**config.mk**
```make
export PLATFORM = sky130hd
export DESIGN_NAME = audio_mixer_top
export DESIGN_NICKNAME = d
export VERILOG_FILES = /design/src/rtl/audio_pkg.sv /design/src/rtl/sample_load_if.sv /design/src/rtl/pdm_dac.sv /design/src/rtl/sample_fetch.sv /design/src/rtl/channel_buffer.sv /design/src/rtl/voice_mixer.sv /design/src/rtl/audio_mixer_top.sv
export SDC_FILE = /design/constraint.sdc
export NUM_CORES = 1
export LEC_CHECK = 0
export ABC_CLOCK_PERIOD_IN_PS = 6000
export BUFFER_PORTS_ARGS = -buffer_cell sky130_fd_sc_hd__buf_2
export CORE_MARGIN = 2
export CORE_UTILIZATION = 43
export CTS_CLUSTER_SIZE = 24
export DETAILED_ROUTE_END_ITERATION = 10
export GPL_TIMING_DRIVEN = 1
export PLACE_DENSITY = 0.65
export REMOVE_ABC_BUFFERS = 1
export SYNTH_ARGS = -nofsm -noshare
export SYNTH_HDL_FRONTEND = slang
export SYNTH_HIERARCHICAL = 1
export SYNTH_SLANG_ARGS = --single-unit
export TNS_END_PERCENT = 5
```
**constraint.sdc**
```tcl
create_clock -name clk -period 6 [get_ports clk]
set_clock_uncertainty 0.15 [all_clocks]
set_input_delay 0.9 -clock clk [delete_from_list [all_inputs] [get_ports clk]]
set_output_delay 0.9 -clock clk [all_outputs]
set_load 0.05 [all_outputs]
```
**src/rtl/audio_pkg.sv**
```systemverilog
// audio mixer widths and sample types and fetch state encoding and default parameters
package audio_pkg;

    parameter int NCHAN_DEFAULT = 4;            // channels played by default
    parameter int DAC_W_DEFAULT = 8;            // pdm dac resolution in bits
    parameter int MIX_SHIFT     = 6;            // mix sum divided by 64

    typedef logic signed [7:0]  sample_t;       // one signed 8 bit sample
    typedef logic [6:0]         vol_t;          // unsigned channel volume
    typedef logic [14:0]        period_t;       // period reload value
    typedef logic [15:0]        addr_t;         // sample memory word address
    typedef logic [15:0]        word_t;         // two samples with first in high byte
    typedef logic signed [17:0] mix_acc_t;      // holds four full scale products

    // sample fetch FSM
    typedef enum logic [1:0] {
        FETCH_CHECK,                            // look at need_word of current channel
        FETCH_REQUEST,                          // raise req with pointer or start
        FETCH_WAIT_ACK,                         // hold req until memory acks
        FETCH_NEXT                              // step to next channel
    } fetch_state_e;

endpackage

```
**src/rtl/sample_load_if.sv**
```systemverilog
// sample word request and load interface between fetch engine and channel buffer
`timescale 1ns/1ps

interface sample_load_if #(
    parameter int NCHAN = audio_pkg::NCHAN_DEFAULT
);
    localparam int CHAN_W = (NCHAN > 1) ? $clog2(NCHAN) : 1;

    logic [NCHAN-1:0]   need_word;              // one bit per channel with empty word
    logic               load_valid;             // one cycle load strobe
    logic [CHAN_W-1:0]  load_chan;              // channel being loaded
    audio_pkg::word_t   load_word;              // fetched sample word

    modport fetch_mp (
        input  need_word,
        output load_valid, load_chan, load_word
    );

    modport buffer_mp (
        output need_word,
        input  load_valid, load_chan, load_word
    );

endinterface

```
**src/rtl/pdm_dac.sv**
```systemverilog
// first order pulse density modulator for one audio output
`timescale 1ns/1ps

module pdm_dac #(
    parameter int DAC_W = audio_pkg::DAC_W_DEFAULT
) (
    input  logic                clk,
    input  logic                reset_i,
    input  logic [DAC_W-1:0]    value_i,
    output logic                pulse_o
);
    logic [DAC_W:0] acc_q;                      // sum with carry on top

    always_ff @(posedge clk) begin
        if (reset_i) begin
            acc_q <= '0;
        end else begin
            acc_q <= {1'b0, acc_q[DAC_W-1:0]} + {1'b0, value_i};    // carry rate tracks value
        end
    end

    assign pulse_o = acc_q[DAC_W];              // value pulses per 2**DAC_W cycles

endmodule

```
**src/rtl/sample_fetch.sv**
```systemverilog
// sample fetch engine with per-channel pointer and length counters and memory request FSM
`timescale 1ns/1ps

module sample_fetch #(
    parameter int NCHAN = audio_pkg::NCHAN_DEFAULT
) (
    input  logic                            clk,
    input  logic                            reset_i,
    input  logic                            enable_i,
    input  logic [NCHAN-1:0]                restart_i,
    input  audio_pkg::addr_t [NCHAN-1:0]    start_i,
    input  audio_pkg::addr_t [NCHAN-1:0]    length_i,
    input  logic                            mem_ack_i,
    input  audio_pkg::word_t                mem_word_i,
    output logic                            mem_req_o,
    output audio_pkg::addr_t                mem_addr_o,
    output logic [NCHAN-1:0]                reload_o,
    sample_load_if.fetch_mp                 load
);
    localparam int CHAN_W = (NCHAN > 1) ? $clog2(NCHAN) : 1;

    audio_pkg::fetch_state_e    state;          // fetch FSM state
    logic [CHAN_W-1:0]          chan;           // channel being visited
    logic [NCHAN-1:0]           restart_pend;   // pointer invalid so next fetch uses start
    audio_pkg::addr_t           ptr [NCHAN];    // next word address per channel
    audio_pkg::addr_t           lencnt [NCHAN]; // words left before wrap
    logic [16:0]                len_dec;        // lencnt minus one with borrow on top
    logic                       wrap;           // request start this time
    logic                       do_req;         // request issued this cycle
    logic                       do_load;        // word arrives this cycle

    assign len_dec = {1'b0, lencnt[chan]} - 17'd1;
    assign wrap    = restart_pend[chan] || len_dec[16];     // borrow means length used up
    assign do_req  = enable_i && (state == audio_pkg::FETCH_REQUEST);
    assign do_load = enable_i && (state == audio_pkg::FETCH_WAIT_ACK) && mem_ack_i;

    always_ff @(posedge clk) begin
        if (reset_i) begin
            state           <= audio_pkg::FETCH_CHECK;
            chan            <= '0;
            mem_req_o       <= 1'b0;
            reload_o        <= '0;
            load.load_valid <= 1'b0;
            restart_pend    <= '1;                  // all pointers invalid
        end else begin
            reload_o        <= '0;                  // strobes last one cycle
            load.load_valid <= 1'b0;
            case (state)
                audio_pkg::FETCH_CHECK: begin
                    if (load.need_word[chan]) begin
                        state <= audio_pkg::FETCH_REQUEST;
                    end else begin
                        state <= audio_pkg::FETCH_NEXT;     // word still full so skip
                    end
                end
                audio_pkg::FETCH_REQUEST: begin
                    mem_req_o <= 1'b1;                      // address set in payload block
                    if (wrap) begin
                        reload_o[chan]     <= 1'b1;         // rises with req for start
                        restart_pend[chan] <= 1'b0;
                    end
                    state <= audio_pkg::FETCH_WAIT_ACK;
                end
                audio_pkg::FETCH_WAIT_ACK: begin
                    if (mem_ack_i) begin
                        mem_req_o       <= 1'b0;            // drop req after ack
                        load.load_valid <= 1'b1;            // hand word to buffer
                        state           <= audio_pkg::FETCH_NEXT;
                    end
                end
                audio_pkg::FETCH_NEXT: begin
                    if (chan == CHAN_W'(NCHAN - 1)) begin
                        chan <= '0;
                    end else begin
                        chan <= chan + 1'b1;
                    end
                    state <= audio_pkg::FETCH_CHECK;
                end
                default: begin
                    state <= audio_pkg::FETCH_CHECK;
                end
            endcase

            for (int i = 0; i < NCHAN; i++) begin
                if (restart_i[i]) begin
                    restart_pend[i] <= 1'b1;        // wins over clear above
                end
            end

            if (!enable_i) begin                    // park on channel 0
                state           <= audio_pkg::FETCH_CHECK;
                chan            <= '0;
                mem_req_o       <= 1'b0;
                reload_o        <= '0;
                load.load_valid <= 1'b0;
                restart_pend    <= '1;
            end
        end
    end

    // pointers and load payload
    always_ff @(posedge clk) begin
        if (do_req) begin
            if (wrap) begin
                mem_addr_o   <= start_i[chan];
                ptr[chan]    <= start_i[chan] + 1'b1;
                lencnt[chan] <= length_i[chan];     // start plus length is last word
            end else begin
                mem_addr_o   <= ptr[chan];
                ptr[chan]    <= ptr[chan] + 1'b1;
                lencnt[chan] <= len_dec[15:0];
            end
        end
        if (do_load) begin
            load.load_chan <= chan;
            load.load_word <= mem_word_i;
        end
    end

endmodule

```
**src/rtl/channel_buffer.sv**
```systemverilog
// channel buffer with per-channel sample words and period counters and byte selection
`timescale 1ns/1ps

module channel_buffer #(
    parameter int NCHAN = audio_pkg::NCHAN_DEFAULT
) (
    input  logic                                clk,
    input  logic                                reset_i,
    input  logic                                enable_i,
    input  logic [NCHAN-1:0]                    restart_i,
    input  audio_pkg::period_t [NCHAN-1:0]      period_i,
    output audio_pkg::sample_t [NCHAN-1:0]      sample_vals_o,
    sample_load_if.buffer_mp                    load
);
    localparam int CHAN_W = (NCHAN > 1) ? $clog2(NCHAN) : 1;

    audio_pkg::word_t   word_q [NCHAN];         // held sample word per channel
    logic [NCHAN-1:0]   word_ok;                // word holds unplayed bytes
    logic [NCHAN-1:0]   low_phase;              // next byte is the low one
    audio_pkg::period_t period_cnt [NCHAN];     // period down counter
    logic [NCHAN-1:0]   tick;                   // counter underflows this cycle

    assign load.need_word = ~word_ok;           // empty word asks for a fetch

    always_comb begin
        for (int i = 0; i < NCHAN; i++) begin
            tick[i] = (period_cnt[i] == '0);    // decrement past zero
        end
    end

    always_ff @(posedge clk) begin
        if (reset_i) begin
            word_ok       <= '0;
            low_phase     <= '0;
            sample_vals_o <= '0;
            for (int i = 0; i < NCHAN; i++) begin
                period_cnt[i] <= '0;
            end
        end else begin
            for (int i = 0; i < NCHAN; i++) begin
                if (tick[i]) begin
                    period_cnt[i] <= period_i[i];   // period plus one cycles per sample
                    if (word_ok[i]) begin
                        sample_vals_o[i] <= low_phase[i] ? word_q[i][7:0] : word_q[i][15:8];
                        low_phase[i]     <= ~low_phase[i];
                        if (low_phase[i]) begin
                            word_ok[i] <= 1'b0;     // both bytes played
                        end
                    end
                    // empty word keeps the last sample which is the low byte
                end else begin
                    period_cnt[i] <= period_cnt[i] - 1'b1;
                end

                if (load.load_valid && (load.load_chan == CHAN_W'(i))) begin
                    word_ok[i]   <= 1'b1;
                    low_phase[i] <= 1'b0;           // high byte plays first
                end

                if (!enable_i || restart_i[i]) begin
                    word_ok[i]    <= 1'b0;          // flush word
                    low_phase[i]  <= 1'b0;
                    period_cnt[i] <= period_i[i];
                end
                if (!enable_i) begin
                    sample_vals_o[i] <= '0;         // rest at mid scale
                end
            end
        end
    end

    // word storage
    always_ff @(posedge clk) begin
        if (load.load_valid) begin
            word_q[load.load_chan] <= load.load_word;
        end
    end

endmodule

```
**src/rtl/voice_mixer.sv**
```systemverilog
// voice mixer with frame sequencer and signed multiply accumulate and clamp and two pdm dacs
`timescale 1ns/1ps

module voice_mixer #(
    parameter int NCHAN = audio_pkg::NCHAN_DEFAULT,
    parameter int DAC_W = audio_pkg::DAC_W_DEFAULT
) (
    input  logic                            clk,
    input  logic                            reset_i,
    input  audio_pkg::sample_t [NCHAN-1:0]  sample_vals_i,
    input  audio_pkg::vol_t [NCHAN-1:0]     vol_l_i,
    input  audio_pkg::vol_t [NCHAN-1:0]     vol_r_i,
    output logic                            pdm_l_o,
    output logic                            pdm_r_o
);
    localparam int CHAN_W = (NCHAN > 1) ? $clog2(NCHAN) : 1;

    logic [CHAN_W-1:0]      mix_chan;           // channel being accumulated
    logic                   mix_last;           // extra frame cycle to latch and clear
    audio_pkg::sample_t     cur_sample;         // sample of mix_chan
    logic signed [15:0]     prod_l;             // sample times left volume
    logic signed [15:0]     prod_r;             // sample times right volume
    audio_pkg::mix_acc_t    acc_l;              // left frame sum
    audio_pkg::mix_acc_t    acc_r;              // right frame sum
    logic [DAC_W-1:0]       dac_l;              // offset binary left level
    logic [DAC_W-1:0]       dac_r;              // offset binary right level

    // scale and clamp a frame sum then shift to offset binary
    function automatic logic [DAC_W-1:0] to_dac(input audio_pkg::mix_acc_t acc);
        audio_pkg::mix_acc_t lvl;
        lvl = acc >>> audio_pkg::MIX_SHIFT;     // floor divide by 64
        if (lvl < -18'sd128) begin
            lvl = -18'sd128;
        end else if (lvl > 18'sd127) begin
            lvl = 18'sd127;
        end
        return DAC_W'(lvl + 18'sd128);
    endfunction

    assign cur_sample = sample_vals_i[mix_chan];
    assign prod_l     = cur_sample * $signed({1'b0, vol_l_i[mix_chan]});   // volume kept positive
    assign prod_r     = cur_sample * $signed({1'b0, vol_r_i[mix_chan]});

    always_ff @(posedge clk) begin
        if (reset_i) begin
            mix_chan <= '0;
            mix_last <= 1'b0;
            acc_l    <= '0;
            acc_r    <= '0;
            dac_l    <= DAC_W'(128);            // mid scale
            dac_r    <= DAC_W'(128);
        end else if (mix_last) begin
            dac_l    <= to_dac(acc_l);          // once per frame
            dac_r    <= to_dac(acc_r);
            acc_l    <= '0;
            acc_r    <= '0;
            mix_last <= 1'b0;
            mix_chan <= '0;
        end else begin
            acc_l <= acc_l + audio_pkg::mix_acc_t'(prod_l);
            acc_r <= acc_r + audio_pkg::mix_acc_t'(prod_r);
            if (mix_chan == CHAN_W'(NCHAN - 1)) begin
                mix_last <= 1'b1;               // frame is NCHAN plus 1 cycles
            end else begin
                mix_chan <= mix_chan + 1'b1;
            end
        end
    end

    pdm_dac #(
        .DAC_W      (DAC_W)
    ) u_dac_l (
        .clk        (clk),
        .reset_i    (reset_i),
        .value_i    (dac_l),
        .pulse_o    (pdm_l_o)
    );

    pdm_dac #(
        .DAC_W      (DAC_W)
    ) u_dac_r (
        .clk        (clk),
        .reset_i    (reset_i),
        .value_i    (dac_r),
        .pulse_o    (pdm_r_o)
    );

endmodule

```
**src/rtl/audio_mixer_top.sv**
```systemverilog
// audio sample player top level wiring fetch engine and channel buffer and voice mixer
`timescale 1ns/1ps

module audio_mixer_top #(
    parameter int NCHAN = audio_pkg::NCHAN_DEFAULT,
    parameter int DAC_W = audio_pkg::DAC_W_DEFAULT
) (
    input  logic                            clk,
    input  logic                            reset_i,
    // controls
    input  logic                            enable_i,
    input  logic [NCHAN-1:0]                restart_i,
    input  audio_pkg::addr_t [NCHAN-1:0]    start_i,
    input  audio_pkg::addr_t [NCHAN-1:0]    length_i,
    input  audio_pkg::period_t [NCHAN-1:0]  period_i,
    input  audio_pkg::vol_t [NCHAN-1:0]     vol_l_i,
    input  audio_pkg::vol_t [NCHAN-1:0]     vol_r_i,
    // sample memory
    output logic                            mem_req_o,
    output audio_pkg::addr_t                mem_addr_o,
    input  logic                            mem_ack_i,
    input  audio_pkg::word_t                mem_word_i,
    // outputs
    output logic [NCHAN-1:0]                reload_o,
    output logic                            pdm_l_o,
    output logic                            pdm_r_o
);
    audio_pkg::sample_t [NCHAN-1:0] sample_vals;    // current sample per channel

    sample_load_if #(.NCHAN(NCHAN)) load_if ();

    sample_fetch #(
        .NCHAN          (NCHAN)
    ) u_fetch (
        .clk            (clk),
        .reset_i        (reset_i),
        .enable_i       (enable_i),
        .restart_i      (restart_i),
        .start_i        (start_i),
        .length_i       (length_i),
        .mem_ack_i      (mem_ack_i),
        .mem_word_i     (mem_word_i),
        .mem_req_o      (mem_req_o),
        .mem_addr_o     (mem_addr_o),
        .reload_o       (reload_o),
        .load           (load_if.fetch_mp)
    );

    channel_buffer #(
        .NCHAN          (NCHAN)
    ) u_buffer (
        .clk            (clk),
        .reset_i        (reset_i),
        .enable_i       (enable_i),
        .restart_i      (restart_i),
        .period_i       (period_i),
        .sample_vals_o  (sample_vals),
        .load           (load_if.buffer_mp)
    );

    voice_mixer #(
        .NCHAN          (NCHAN),
        .DAC_W          (DAC_W)
    ) u_mixer (
        .clk            (clk),
        .reset_i        (reset_i),
        .sample_vals_i  (sample_vals),
        .vol_l_i        (vol_l_i),
        .vol_r_i        (vol_r_i),
        .pdm_l_o        (pdm_l_o),
        .pdm_r_o        (pdm_r_o)
    );

endmodule

```
Word level (Yosys, flattened, before mapping) --
Memories as Yosys holds them, arrays and structs flattened. A register that Yosys moved wholly into a read port is not among the register bits. Index checks and enable logic that the tools add are counted.
Operators by class: add/subtract/negate cells 15, multiply operators 2, order comparisons 7, equality and inequality tests 9, mux-type cells 117, bitwise gates (word level) 25, reduce and logical (&&, ||, !) cells 47
Operators with widths (count):
- 2-to-1 mux 15 bit | 12
- 2-to-1 mux 8 bit | 13
- 2-to-1 mux 16 bit | 5
- 2-to-1 mux 1 bit | 68
- binary-select mux 16 bit (select 2 bit) | 2
- zero test 15 bit | 4
- subtractor 15 x 1 -> 15 bit, second input constant | 4
- adder 18 x 16 -> 18 bit | 2
- adder 16 x 1 -> 16 bit, second input constant | 2
- multiplier 8 x 8 -> 16 bit | 2
- binary-select mux 7 bit (select 2 bit) | 2
- OR reduction 3 bit | 9
- > comparator 12 x 8 -> 1 bit, second input constant | 2
- < comparator 12 x 8 -> 1 bit, second input constant | 2
- adder 8 x 8 -> 9 bit | 2
- subtractor 16 x 1 -> 17 bit, second input constant | 1
- adder 8 bit, second input constant | 2
- binary-select mux 8 bit (select 2 bit) | 1
- 2-to-1 mux 2 bit | 7
- 2-to-1 mux 7 bit | 2
- bitwise OR 1 bit | 14
- equality test 2 bit, second input constant | 6
- AND reduction 2 bit | 6
- OR reduction 2 bit | 6
- 18 further kinds | 46
Storage, ports and cells: bits in registers 161, memory bits (writable) 252, input port bits 268, logic and storage cells 258, memories kept 4
Memory list:
- u_buffer.word_q | words 4, width 16, rd ports 4, clocked after memory_dff 0, wr ports 1, line channel_buffer.sv:17 | audio_pkg::word_t word_q [NCHAN];
- u_fetch.lencnt | words 4, width 16, rd ports 1, clocked after memory_dff 1, wr ports 1, line sample_fetch.sv:26 | audio_pkg::addr_t lencnt [NCHAN];
- u_fetch.ptr | words 4, width 16, rd ports 1, clocked after memory_dff 1, wr ports 1, line sample_fetch.sv:25 | audio_pkg::addr_t ptr [NCHAN];
- u_buffer.period_cnt | words 4, width 15, rd ports 4, clocked after memory_dff 0, wr ports 4, line channel_buffer.sv:20 | audio_pkg::period_t period_cnt [NCHAN];

Longest topological paths before layout --
Gate-level depths: netlist of the first run. An unclocked memory read counts as a cell.
word-level depth 8, mapped depth 21, depth with buffers taken out 18

Cells and area by module --
The synthesis of the first run kept the hierarchy.
Modules (own cells, without submodules):
- sample_fetch | times used 1, cells each 498, area an instance 8409.3 µm², seq. area each 5185.0 µm²
- voice_mixer | times used 1, cells each 888, area an instance 8348.0 µm², seq. area each 1101.1 µm²
- channel_buffer | times used 1, cells each 616, area an instance 7521.0 µm², seq. area each 4524.3 µm²
- pdm_dac | times used 2, cells each 54, area an instance 514.2 µm², seq. area each 180.2 µm²

Worst setup path after synthesis of the first run --
OpenSTA, ideal clock, no wires.
path kind input -> register, start point input port vol_l_i[21] (netlist bit), end point register u_mixer.acc_l[15], setup time 0.128 ns, arrival time 5.278 ns, path slack 0.445 ns, stages on the path 17, path buffers 0, cells stage by stage mux4_2 and2_1 inv_1 fa_1 inv_1 fa_1 fa_1 inv_1 fa_1 inv_1 ha_1 o21a_1 a2111oi_2 o311ai_1 a21oi_1 xor2_1 nor2_1
Between the ends: longest elaborated chain between the ends 4
RTL lines:
- start: declaration | line audio_mixer_top.sv:16 | input audio_pkg::vol_t [NCHAN-1:0] vol_l_i,
- binary-select mux 7 bit (select 2 bit) | line voice_mixer.sv:41 | assign prod_l = cur_sample * $signed({1'b0, vol_l_i[mix_chan]});
- 2-to-1 mux 7 bit (implied by the code) | line voice_mixer.sv:41
- multiplier 8 x 8 -> 16 bit | line voice_mixer.sv:41
- adder 18 x 16 -> 18 bit | line voice_mixer.sv:60 | acc_l <= acc_l + audio_pkg::mix_acc_t'(prod_l);
- end signal: assignment | line voice_mixer.sv:60
- end: declaration | line voice_mixer.sv:23 | audio_pkg::mix_acc_t acc_l;
No other way between the ends. The select of a mux whose other input is x is not followed. A chain may end at the register's enable or synchronous reset.

Final worst setup path of the first run --
start point register u_mixer.mix_chan[0], end point register u_mixer.acc_l[16]
Between the ends: longest elaborated chain between the ends 4, elaborated cells on any way between the ends 6, those cells by class add/sub: 1; mul: 1; mux: 4
RTL lines:
- start: declaration | line voice_mixer.sv:18 | logic [CHAN_W-1:0] mix_chan;
- start signal: assignment | line voice_mixer.sv:65 | mix_chan <= mix_chan + 1'b1;
- binary-select mux 8 bit (select 2 bit) / binary-select mux 7 bit (select 2 bit) (equally long branches) | line voice_mixer.sv:40, voice_mixer.sv:41
- 2-to-1 mux 8 bit (implied by the code) / 2-to-1 mux 7 bit (equally long branches) | line voice_mixer.sv:40, voice_mixer.sv:41
- multiplier 8 x 8 -> 16 bit * | line voice_mixer.sv:41
- adder 18 x 16 -> 18 bit * | line voice_mixer.sv:60
Mark *: on every way between the ends. The rest lies on a longest branch, timed or not. The select of a mux whose other input is x is not followed.

==> metrics.yaml, run 1 <==
status: "finished, final reports clean"
final_cell_mix: "buf_2, edfxtp_1, inv_1, nand2_1, fa_1"
firstDrtPassIters: 5
p_total_mw: 6.83
worst-endpoint-arrival_ns: 5.94
p_leak_nw: 12.2
post-route-period-util_pct: 94.5
worstSkewPairLatency_ns: 0.59
maxSlewViolCount: 0
p_per_area_nw_per_um2: 232
worstPathRequired_ns: 6.27
clk_pin_slew_ns: 0.06
area_growth_pct: 16.3
nets: 2980
grt_pass1_vias: 17600
crit-reg2reg-launch: "u_mixer/mix_chan[0]"
synth_top_cell_area_share_pct: 33.9
place_ws_ns: 0.0278
slew_headroom_pct: 27.1
viasPerCell: 5.18
yosysTopAreaCell: "edfxtp_1"
dieArea_um2: 60800
crit_fanout: 11
seq_area_frac_synth_pct: 44.1
clockBufferDepth: 3
ctsHoldBuffers: 0
startpoint: "u_mixer/mix_chan[0]"
fp.dieH_um: 247
wl_um: 56500
cts_made_buffers: 46
ir_drop_mv: 0.302
cts_tree: "built"
cts_setup_buffers: 0
dp_hpwl_um: 41500
rows: 88
setup-violations-final: 0
final_cell_area_um2: 29400
ioPinCount: 291
hold_slack_ns: 0.294
die_w_um: 247
num-fill-cells: 5146
wl_per_cell_um: 17.3
synthArstFlopShare_pct: 0
drive_gt1_share_pct: 22.0
endpoint_kind: "flop"
drcViolationCount: 0
drtIter0Drc: 868
clock-root-buffer: "clkbuf_16"
max_freq_mhz: 176
period_minus_slack_ns: 5.67
final.setup.tns_ns: 0
antenna_found_initial: 6
syn_inst: 2110
min_from: "u_mixer/dac_r[6]"
hold_path_class: "flop to flop"
hold_end: "u_mixer/dac_r[6]"
ant_nets: 0
synth_area_um2: 25300
grt_usage_pct: 18.9
ctsResizeCount: 0
grt_remaining_overflow: 0
final_common_cell: "buf_2"
place_congestion: 0.861
grt_pass1_wl_um: 90900
hold_viol: 0
hold_depth: 2
setup_slack_ns: 0.327
vias: 16900
layout.cells.non_filler: 3265
timing.rr.end: "u_mixer/acc_l[16]"
io_buffers: 290
synth_area_leaders: "edfxtp_1, fa_1, dfxtp_1"
seqCellArea_um2: 11200
postLayoutCoreUtil_pct: 50.8
coreArea_um2: 57900
synthFlopType: "edfxtp_1"
place_area_um2: 27800
critPathLaunchType: "flop"
multi_input_area_um2: 13100
rr_worst_depth: 16
htree_levels: 2
rsz0062_at_grt: "no"
clock_sinks: 415
place_inst: 3176
yosys_warnings: 6
tightest_slew_ns: 1.09
drv_cap: 0
synth_edf_count: 286
ys_types: 80
ff2ff_setup_slack_ns: 0.33
syn_area_per_cell_um2: 12.0
grt_start_max_net_pins: 71
initial_utilization_pct: 43.7
worstSetupPathType: "flop to flop"
ys_ff_latch: 415
state kept, by name, indices dropped and copies added (netlist names), 8 cells and up, named ones only:
| register | cells |
|---|---|
| u_buffer/sample_vals_o | 32 |
| u_fetch/ptr | 64 |
| u_mixer/dac_r | 8 |
| u_buffer/word_q | 64 |
| u_fetch/lencnt | 64 |
| u_mixer/acc_l | 18 |
| u_mixer/u_dac_r/acc_q | 9 |
| u_fetch/load.load_word | 16 |
| u_mixer/acc_r | 18 |
| u_mixer/dac_l | 8 |
| u_mixer/u_dac_l/acc_q | 9 |
| u_fetch/mem_addr_o | 16 |
| u_buffer/period_cnt | 60 |
area by class of cell:
| type | count | share of cell area (%) |
|---|---|---|
| multi-input combinational | 1434 | 44.4 |
| sequential | 415 | 38.0 |
| timing repair buffer | 317 | 5.63 |
| clock buffer | 56 | 4.21 |
| tap | 765 | 3.25 |
| inverter | 245 | 3.12 |
| clock inverter | 30 | 1.41 |
| antenna | 3 | 0.0255 |
logic make-up (layout without fill, tap and decap cells):
family	count (synthesis)	after routing	synth area share (%)
flip-flops	415	415	44.1
other	1	63	0.0148
XOR/XNOR	118	118	4.08
adder cells (fa/ha/maj)	253	253	16.7
buffers and inverters	320	648	5.19
multiplexers	170	170	11.2
AO/OA/AOI/OAI	253	253	6.65
AND/OR/NAND/NOR	580	580	12.0
power breakdown:
group          internal [mW]  total (mW)  switching (mW)
Clock                   1.87        3.06            1.19
Combinational          0.262       0.609           0.347
Sequential              3.11        3.17          0.0526
worst max-delay path by stage:
stage	endpoint	slack [ns]
after global placement	u_mixer/acc_r[17]	0.15
after global routing	u_mixer/acc_l[15]	0.04
after floorplan	u_mixer/acc_l[15]	-0.02
after CTS	u_mixer/acc_r[17]	0.08
after detailed placement	u_mixer/acc_r[17]	0.03
final	u_mixer/acc_l[16]	0.33
worst max-delay path, stage by stage, from the launching register on:
cell and delay, ns:
dfxtp_4 0.50, buf_6 0.22, mux4_2 0.63, and2_1 0.39, fa_1 0.59, fa_1 0.45, fa_1 0.55, inv_1 0.05
fa_1 0.47, inv_1 0.04, ha_1 0.34, a21o_1 0.20, a21o_1 0.17, a21o_1 0.18, o31a_1 0.29, nor3_1 0.21
nor3b_1 0.08
layer usage:
layer | share of wire, % | up-vias | global-route usage [%] | wire length (um)
li1 | - | 8064 | - | -
met1 | 44 | 8432 | 24.8 | 24700
met2 | 49 | 351 | 32.0 | 28000
met3 | 4.5 | 69 | 3.04 | 2520
met4 | 2.3 | 4 | 6.01 | 1300
met5 | 0.046 | - | 0 | 26
cell usage after synthesis (all sizes together), types with 3 or more instances:
cell type and instances:
a211o 6, a211oi 32, a21boi 3, a21o 25
a21oi 51, a311oi 4, a31o 4, a31oi 4
and2 96, and3 11, buf 42, clkbuf 33
dfxtp 129, edfxtp 286, fa 142, ha 111
inv 244, mux2 28, mux2i 54, mux4 88
nand2 143, nand2b 15, nand3 21, nand3b 27
nand4 15, nor2 128, nor2b 12, nor3 49
nor3b 12, nor4 25, o21a 15, o21ai 73
o2bb2ai 14, o31a 4, o31ai 3, or2 5
or3 8, or4 6, xnor2 63, xor2 55
No activity file was read; power rests on OpenSTA's default activity.
==> inputs of run 2 (changes only) <==
Settings changed: SYNTH_HIERARCHICAL 1 to default.
==> run 2 against run 1 <==
Worst setup slack improved by 0.034 ns. Global-route usage down 0.33 points. Count of clock-buffer cells in the layout increased by 1. Design area is 2.2% lower. Final cell count is 1.2% lower. Largest power group unchanged. Highest routed layer unchanged.
==> metrics.yaml, run 2 <==
cts_made_buffers: 47
final_cell_mix: "buf_2, edfxtp_1, inv_1, nor2_1, nand2_1"
setup-violations-final: 0
initial_utilization_pct: 43.7
endpoint_kind: "flop"
io_buffers: 290
synth_area_um2: 24800
p_per_area_nw_per_um2: 225
clock-root-buffer: "clkbuf_16"
syn_inst: 2083
dieArea_um2: 59500
hold_viol: 0
status: "finished, final reports clean"
postLayoutCoreUtil_pct: 50.8
maxSlewViolCount: 0
worstPathRequired_ns: 6.29
dp_hpwl_um: 40400
p_total_mw: 6.46
antenna_found_initial: 6
area_growth_pct: 16.3
critPathLaunchType: "flop"
worstSkewPairLatency_ns: 0.60
synth_commonest_cells: "edfxtp_1, inv_1, nor2_1, nand2_1, fa_1"
wl_um: 53700
place_congestion: 0.840
grt_usage_pct: 18.6
synth_most_common_cell: "edfxtp_1"
rsz0062_at_grt: "no"
coreArea_um2: 56600
multi_input_area_um2: 12500
synth_edf_count: 286
max_freq_mhz: 177
slew_headroom_pct: 27.7
clk_pin_slew_ns: 0.06
drive_gt1_share_pct: 21.2
ys_types: 61
drcViolationCount: 0
post-route-period-util_pct: 94.0
tightest_slew_ns: 1.09
drv_cap: 0
hold_slack_ns: 0.289
viasPerCell: 5.00
ys_ff_latch: 415
nets: 2949
synth_top_cell_area_share_pct: 34.7
worstSetupPathType: "flop to flop"
grt_pass1_wl_um: 89200
reg_top3: "u_buffer.word_q x64, u_fetch.lencnt x64, u_fetch.ptr x64"
grt_start_max_net_pins: 65
clock_sinks: 415
ant_nets: 0
yosys_warnings: 0
final_common_cell: "buf_2"
worst-endpoint-arrival_ns: 5.93
syn_area_per_cell_um2: 11.9
rows: 87
final.setup.tns_ns: 0
num-fill-cells: 5036
cts_tree: "built"
synth_area_leaders: "edfxtp_1, fa_1, dfxtp_1"
die_w_um: 244
firstDrtPassIters: 5
grt_remaining_overflow: 0
crit_fanout: 18
htree_levels: 2
cts_setup_buffers: 0
seq_area_frac_synth_pct: 45.1
clockBufferDepth: 3
p_leak_nw: 11.9
seqCellArea_um2: 11200
period_minus_slack_ns: 5.64
vias: 16100
ir_drop_mv: 0.231
drtIter0Drc: 814
yosysTopAreaCell: "edfxtp_1"
wl_per_cell_um: 16.7
synthArstFlopShare_pct: 0
hold_path_class: "flop to flop"
synthFlopType: "edfxtp_1"
fp.dieH_um: 244
ioPinCount: 291
grt_pass1_vias: 17400
run 2: metrics by stage:
stage / instances / area (um^2) / worst slack [ns]
global route: 3226 / 28800 / 0.0212
CTS: 3225 / 28800 / 0.0919
floorplan: 2067 / 24600 / -0.148
global placement: 3139 / 27300 / 0.0168
finish: 3227 / 28800 / 0.361
detailed placement: 3139 / 27300 / -0.0444
run 2: routing by layer:
layer	track usage (%)	wire length [um]	up-vias
met4	5.38	1300	10
li1	-	-	7853
met2	31.7	26700	263
met3	3.02	2130	86
met5	0	53	-
met1	24.4	23600	7935
run 2: cell type report:
cell class	count	share of cell area [%]
tap	756	3.29
inverter	257	3.35
clock inverter	29	0.922
timing repair buffer	316	5.77
sequential	415	38.8
antenna	2	0.0174
multi-input combinational	1395	43.5
clock buffer	57	4.29
run 2: worst max-delay path, cell delays in order (launching register included):
cell and delay, ns:
dfxtp_1 0.47, buf_4 0.33, mux4_2 0.44, and2_1 0.36, fa_1 0.62, fa_1 0.44, fa_1 0.49, inv_1 0.05
fa_1 0.52, inv_1 0.04, ha_1 0.33, inv_1 0.08, o31ai_2 0.32, a211oi_1 0.15, o41ai_1 0.43, xnor2_1 0.17
nor2_1 0.05
run 2: path summary, 6_finish.rpt:
kind | from | end | slack, ns | cells after the start
setup reg to reg | u_mixer.mix_chan[1] | u_mixer.acc_r[16] | 0.36 | 16
hold / removal | u_mixer.dac_l[5] | u_mixer.dac_l[5] | 0.29 | 2
hold reg to reg | u_mixer.dac_l[5] | u_mixer.dac_l[5] | 0.29 | 2
setup / recovery | u_mixer.mix_chan[1] | u_mixer.acc_r[16] | 0.36 | 16
run 2: kinds of logic (layout without fill, tap and decap cells):
logic type / Yosys count / count (layout) / synth area share (%)
other cells: 1 / 62 / 0.0151
flops: 415 / 415 / 45.1
xor+xnor: 126 / 126 / 4.46
simple gates: 573 / 573 / 11.6
buf+inv: 332 / 659 / 5.26
compound gates: 227 / 227 / 5.59
fa+ha+maj: 249 / 249 / 16.9
mux: 160 / 160 / 11.1
run 2: report_power, final:
part           switching [mW]  internal (mW)
registers              0.0372           3.11
logic                   0.307          0.240
clock network            1.20           1.57
run 2: repair_timing:
item / in CTS / in global routing
resized for setup: 0 / 5
endpoints found under the setup margin: 0 / 4
hold buffers: 0 / 0
==> inputs of run 3 (changes only) <==
Settings changed: CORE_UTILIZATION 43 to 55, PLACE_DENSITY 0.65 to 0.79.
==> run 3 against run 2 <==
Global-route usage increased by 5.4 points. Non-clock buffer count increased by 3. Flip-flop and latch count unchanged. Fmax decreased by 1.7%. Register-to-register slack got worse by 0.098 ns. Power increased by 0.22%. Sequential power about the same. Worst setup slack got worse by 0.098 ns. Routed wire length increased by 2.3%. Largest power group unchanged.
==> metrics.yaml, run 3 (synthesis gave the netlist of run 2 again) <==
drive_gt1_share_pct: 21.5
hold_path_class: "flop to flop"
viasPerCell: 5.47
worstSetupPathType: "flop to flop"
coreArea_um2: 44300
critPathMaxStageDelay_ns: 0.75
area_growth_pct: 15.4
p_switching_mw: 1.52
crit_fanout: 14
place_congestion: 0.878
ir_drop_mv: 0.231
hold_depth: 2
dp_hpwl_um: 40300
worst-endpoint-arrival_ns: 6.00
tightest_slew_ns: 1.04
hold_end: "u_mixer.dac_r[2]"
slew_headroom_pct: 30.8
die_w_um: 216
period_minus_slack_ns: 5.74
grt_pass1_wl_um: 89100
clk_pin_slew_ns: 0.06
timing.rr.end: "u_mixer.acc_r[17]"
setup-violations-final: 0
crit-reg2reg-launch: "u_mixer.mix_chan[0]"
grt_start_max_net_pins: 65
cts_tree: "built"
final.setup.tns_ns: 0
max_freq_mhz: 174
post-route-period-util_pct: 95.6
status: "finished, final reports clean"
crit_chain: "buf_4 -> mux4_2 -> and2_1 -> fa_1 -> fa_1 -> inv_1 -> fa_1 -> fa_1 -> inv_1 -> ha_1 -> a21o_1 -> a21oi_1 -> o21ai_0 -> a211oi_2 -> o31ai_1 -> xnor2_1 -> nor2_1"
clkPwrFrac_pct: 42.7
ant_nets: 0
clock_sinks: 415
rows: 77
rr_worst_depth: 17
hold_viol: 0
reg_top3: "u_buffer.word_q x64, u_fetch.lencnt x64, u_fetch.ptr x64"
dieArea_um2: 46700
worstSkewPairLatency_ns: 0.59
antenna_found_initial: 7
p_per_area_nw_per_um2: 227
final_cell_mix: "buf_2, edfxtp_1, inv_1, nor2_1, nand2_1"
wl_per_cell_um: 18.0
ff2ff_setup_slack_ns: 0.26
switching_share_pct: 23.5
drv_cap: 0
path_common_cell: "fa_1"
grt_usage_pct: 23.9
vias: 16700
firstDrtPassIters: 5
nets: 2949
critPathLaunchType: "flop"
grt_pass1_vias: 18000
drcViolationCount: 0
p_leak_nw: 11.8
rsz0062_at_grt: "no"
initial_utilization_pct: 55.9
comb_power_share_pct: 8.7
clockBufferDepth: 3
p_int_mw: 4.95
htree_levels: 2
wl_um: 55000
clock-root-buffer: "clkbuf_16"
drtIter0Drc: 982
fp.dieH_um: 216
final_common_cell: "buf_2"
ioPinCount: 291
num-fill-cells: 3346
p_seq_share_pct: 48.6
layout.cells.non_filler: 3058
endpoint_kind: "flop"
grt_remaining_overflow: 0
place_inst: 2975
min_from: "u_mixer.dac_r[2]"
maxSlewViolCount: 0
worstPathRequired_ns: 6.27
slowest_stage: "mux4_2"
io_buffers: 290
cts_made_buffers: 44
-- run 3: per-layer routing --
metal | part of all wire [%] | track usage [%] | up-vias | wire (um)
met3 | 6.0 | 4.53 | 133 | 3320
met5 | 0.042 | 0 | - | 23
li1 | - | - | 7832 | -
met2 | 51 | 43.0 | 513 | 28300
met4 | 3.2 | 9.11 | 4 | 1760
met1 | 39 | 28.5 | 8254 | 21600
-- run 3: area by class of cell --
class | instances | area [um^2] | share of cell area (%)
antenna | 2 | 5.00 | 0.0175
clock buffer | 57 | 1210 | 4.24
clock inverter | 21 | 259 | 0.907
inverter | 257 | 965 | 3.38
multi-input combinational | 1395 | 12500 | 43.8
sequential | 415 | 11200 | 39.1
tap | 592 | 741 | 2.59
timing repair buffer | 319 | 1680 | 5.89
-- run 3: power groups by stage --
stage / sequential [mW] / clock (mW) / combinational, mW
floorplan: 3.24 / 0 / 0.283
global route: 3.15 / 2.92 / 0.612
finish: 3.15 / 2.76 / 0.564
detailed placement: 3.21 / 0 / 0.555
CTS: 3.15 / 2.82 / 0.561
global placement: 3.20 / 0 / 0.538
-- run 3: critical path: cells and delay by family (launching register included) --
family / cells / cell delay, ns
adders and majority gates: 5 / 2.30
AOI/OAI and AO/OA: 5 / 1.28
buffers and inverters: 3 / 0.33
muxes: 1 / 0.75
and+or+nand+nor: 2 / 0.30
DFF: 1 / 0.32
xor gates and xnor gates: 1 / 0.15
-- run 3: worst max-delay path by stage --
stage                        startpoint                end  slack (ns)  cells past startpoint
global placement            vol_r_i[25]  u_mixer.acc_r[16]        0.14                     16
CTS                 u_mixer.mix_chan[1]  u_mixer.acc_r[17]        0.12                     17
detailed placement          vol_r_i[15]  u_mixer.acc_r[17]        0.01                     17
finish              u_mixer.mix_chan[0]  u_mixer.acc_r[17]        0.26                     17
global route        u_mixer.mix_chan[0]  u_mixer.acc_r[16]       0.004                     19
floorplan           u_mixer.mix_chan[0]  u_mixer.acc_r[16]       -0.15                     17
-- run 3: through the flow --
stage	hold WS [ns]	instance area (um^2)	setup WS (ns)	util [%]	total power, mW
after floorplan	0.270	24600	-0.148	-	3.52
after global placement	0.280	27000	0.140	61.0	3.74
after detailed placement	0.285	27000	0.0134	61.0	3.76
after CTS	0.293	28500	0.121	64.3	6.52
after global routing	0.317	28600	0.00400	64.4	6.69
final	0.296	28600	0.264	64.4	6.48
-- run 3: timing repair --
item                                    in CTS  in global routing
hold buffers                                 0                  0
gates resized for setup                      0                  3
endpoints found under the setup margin       0                  4
setup buffers                                0                  3
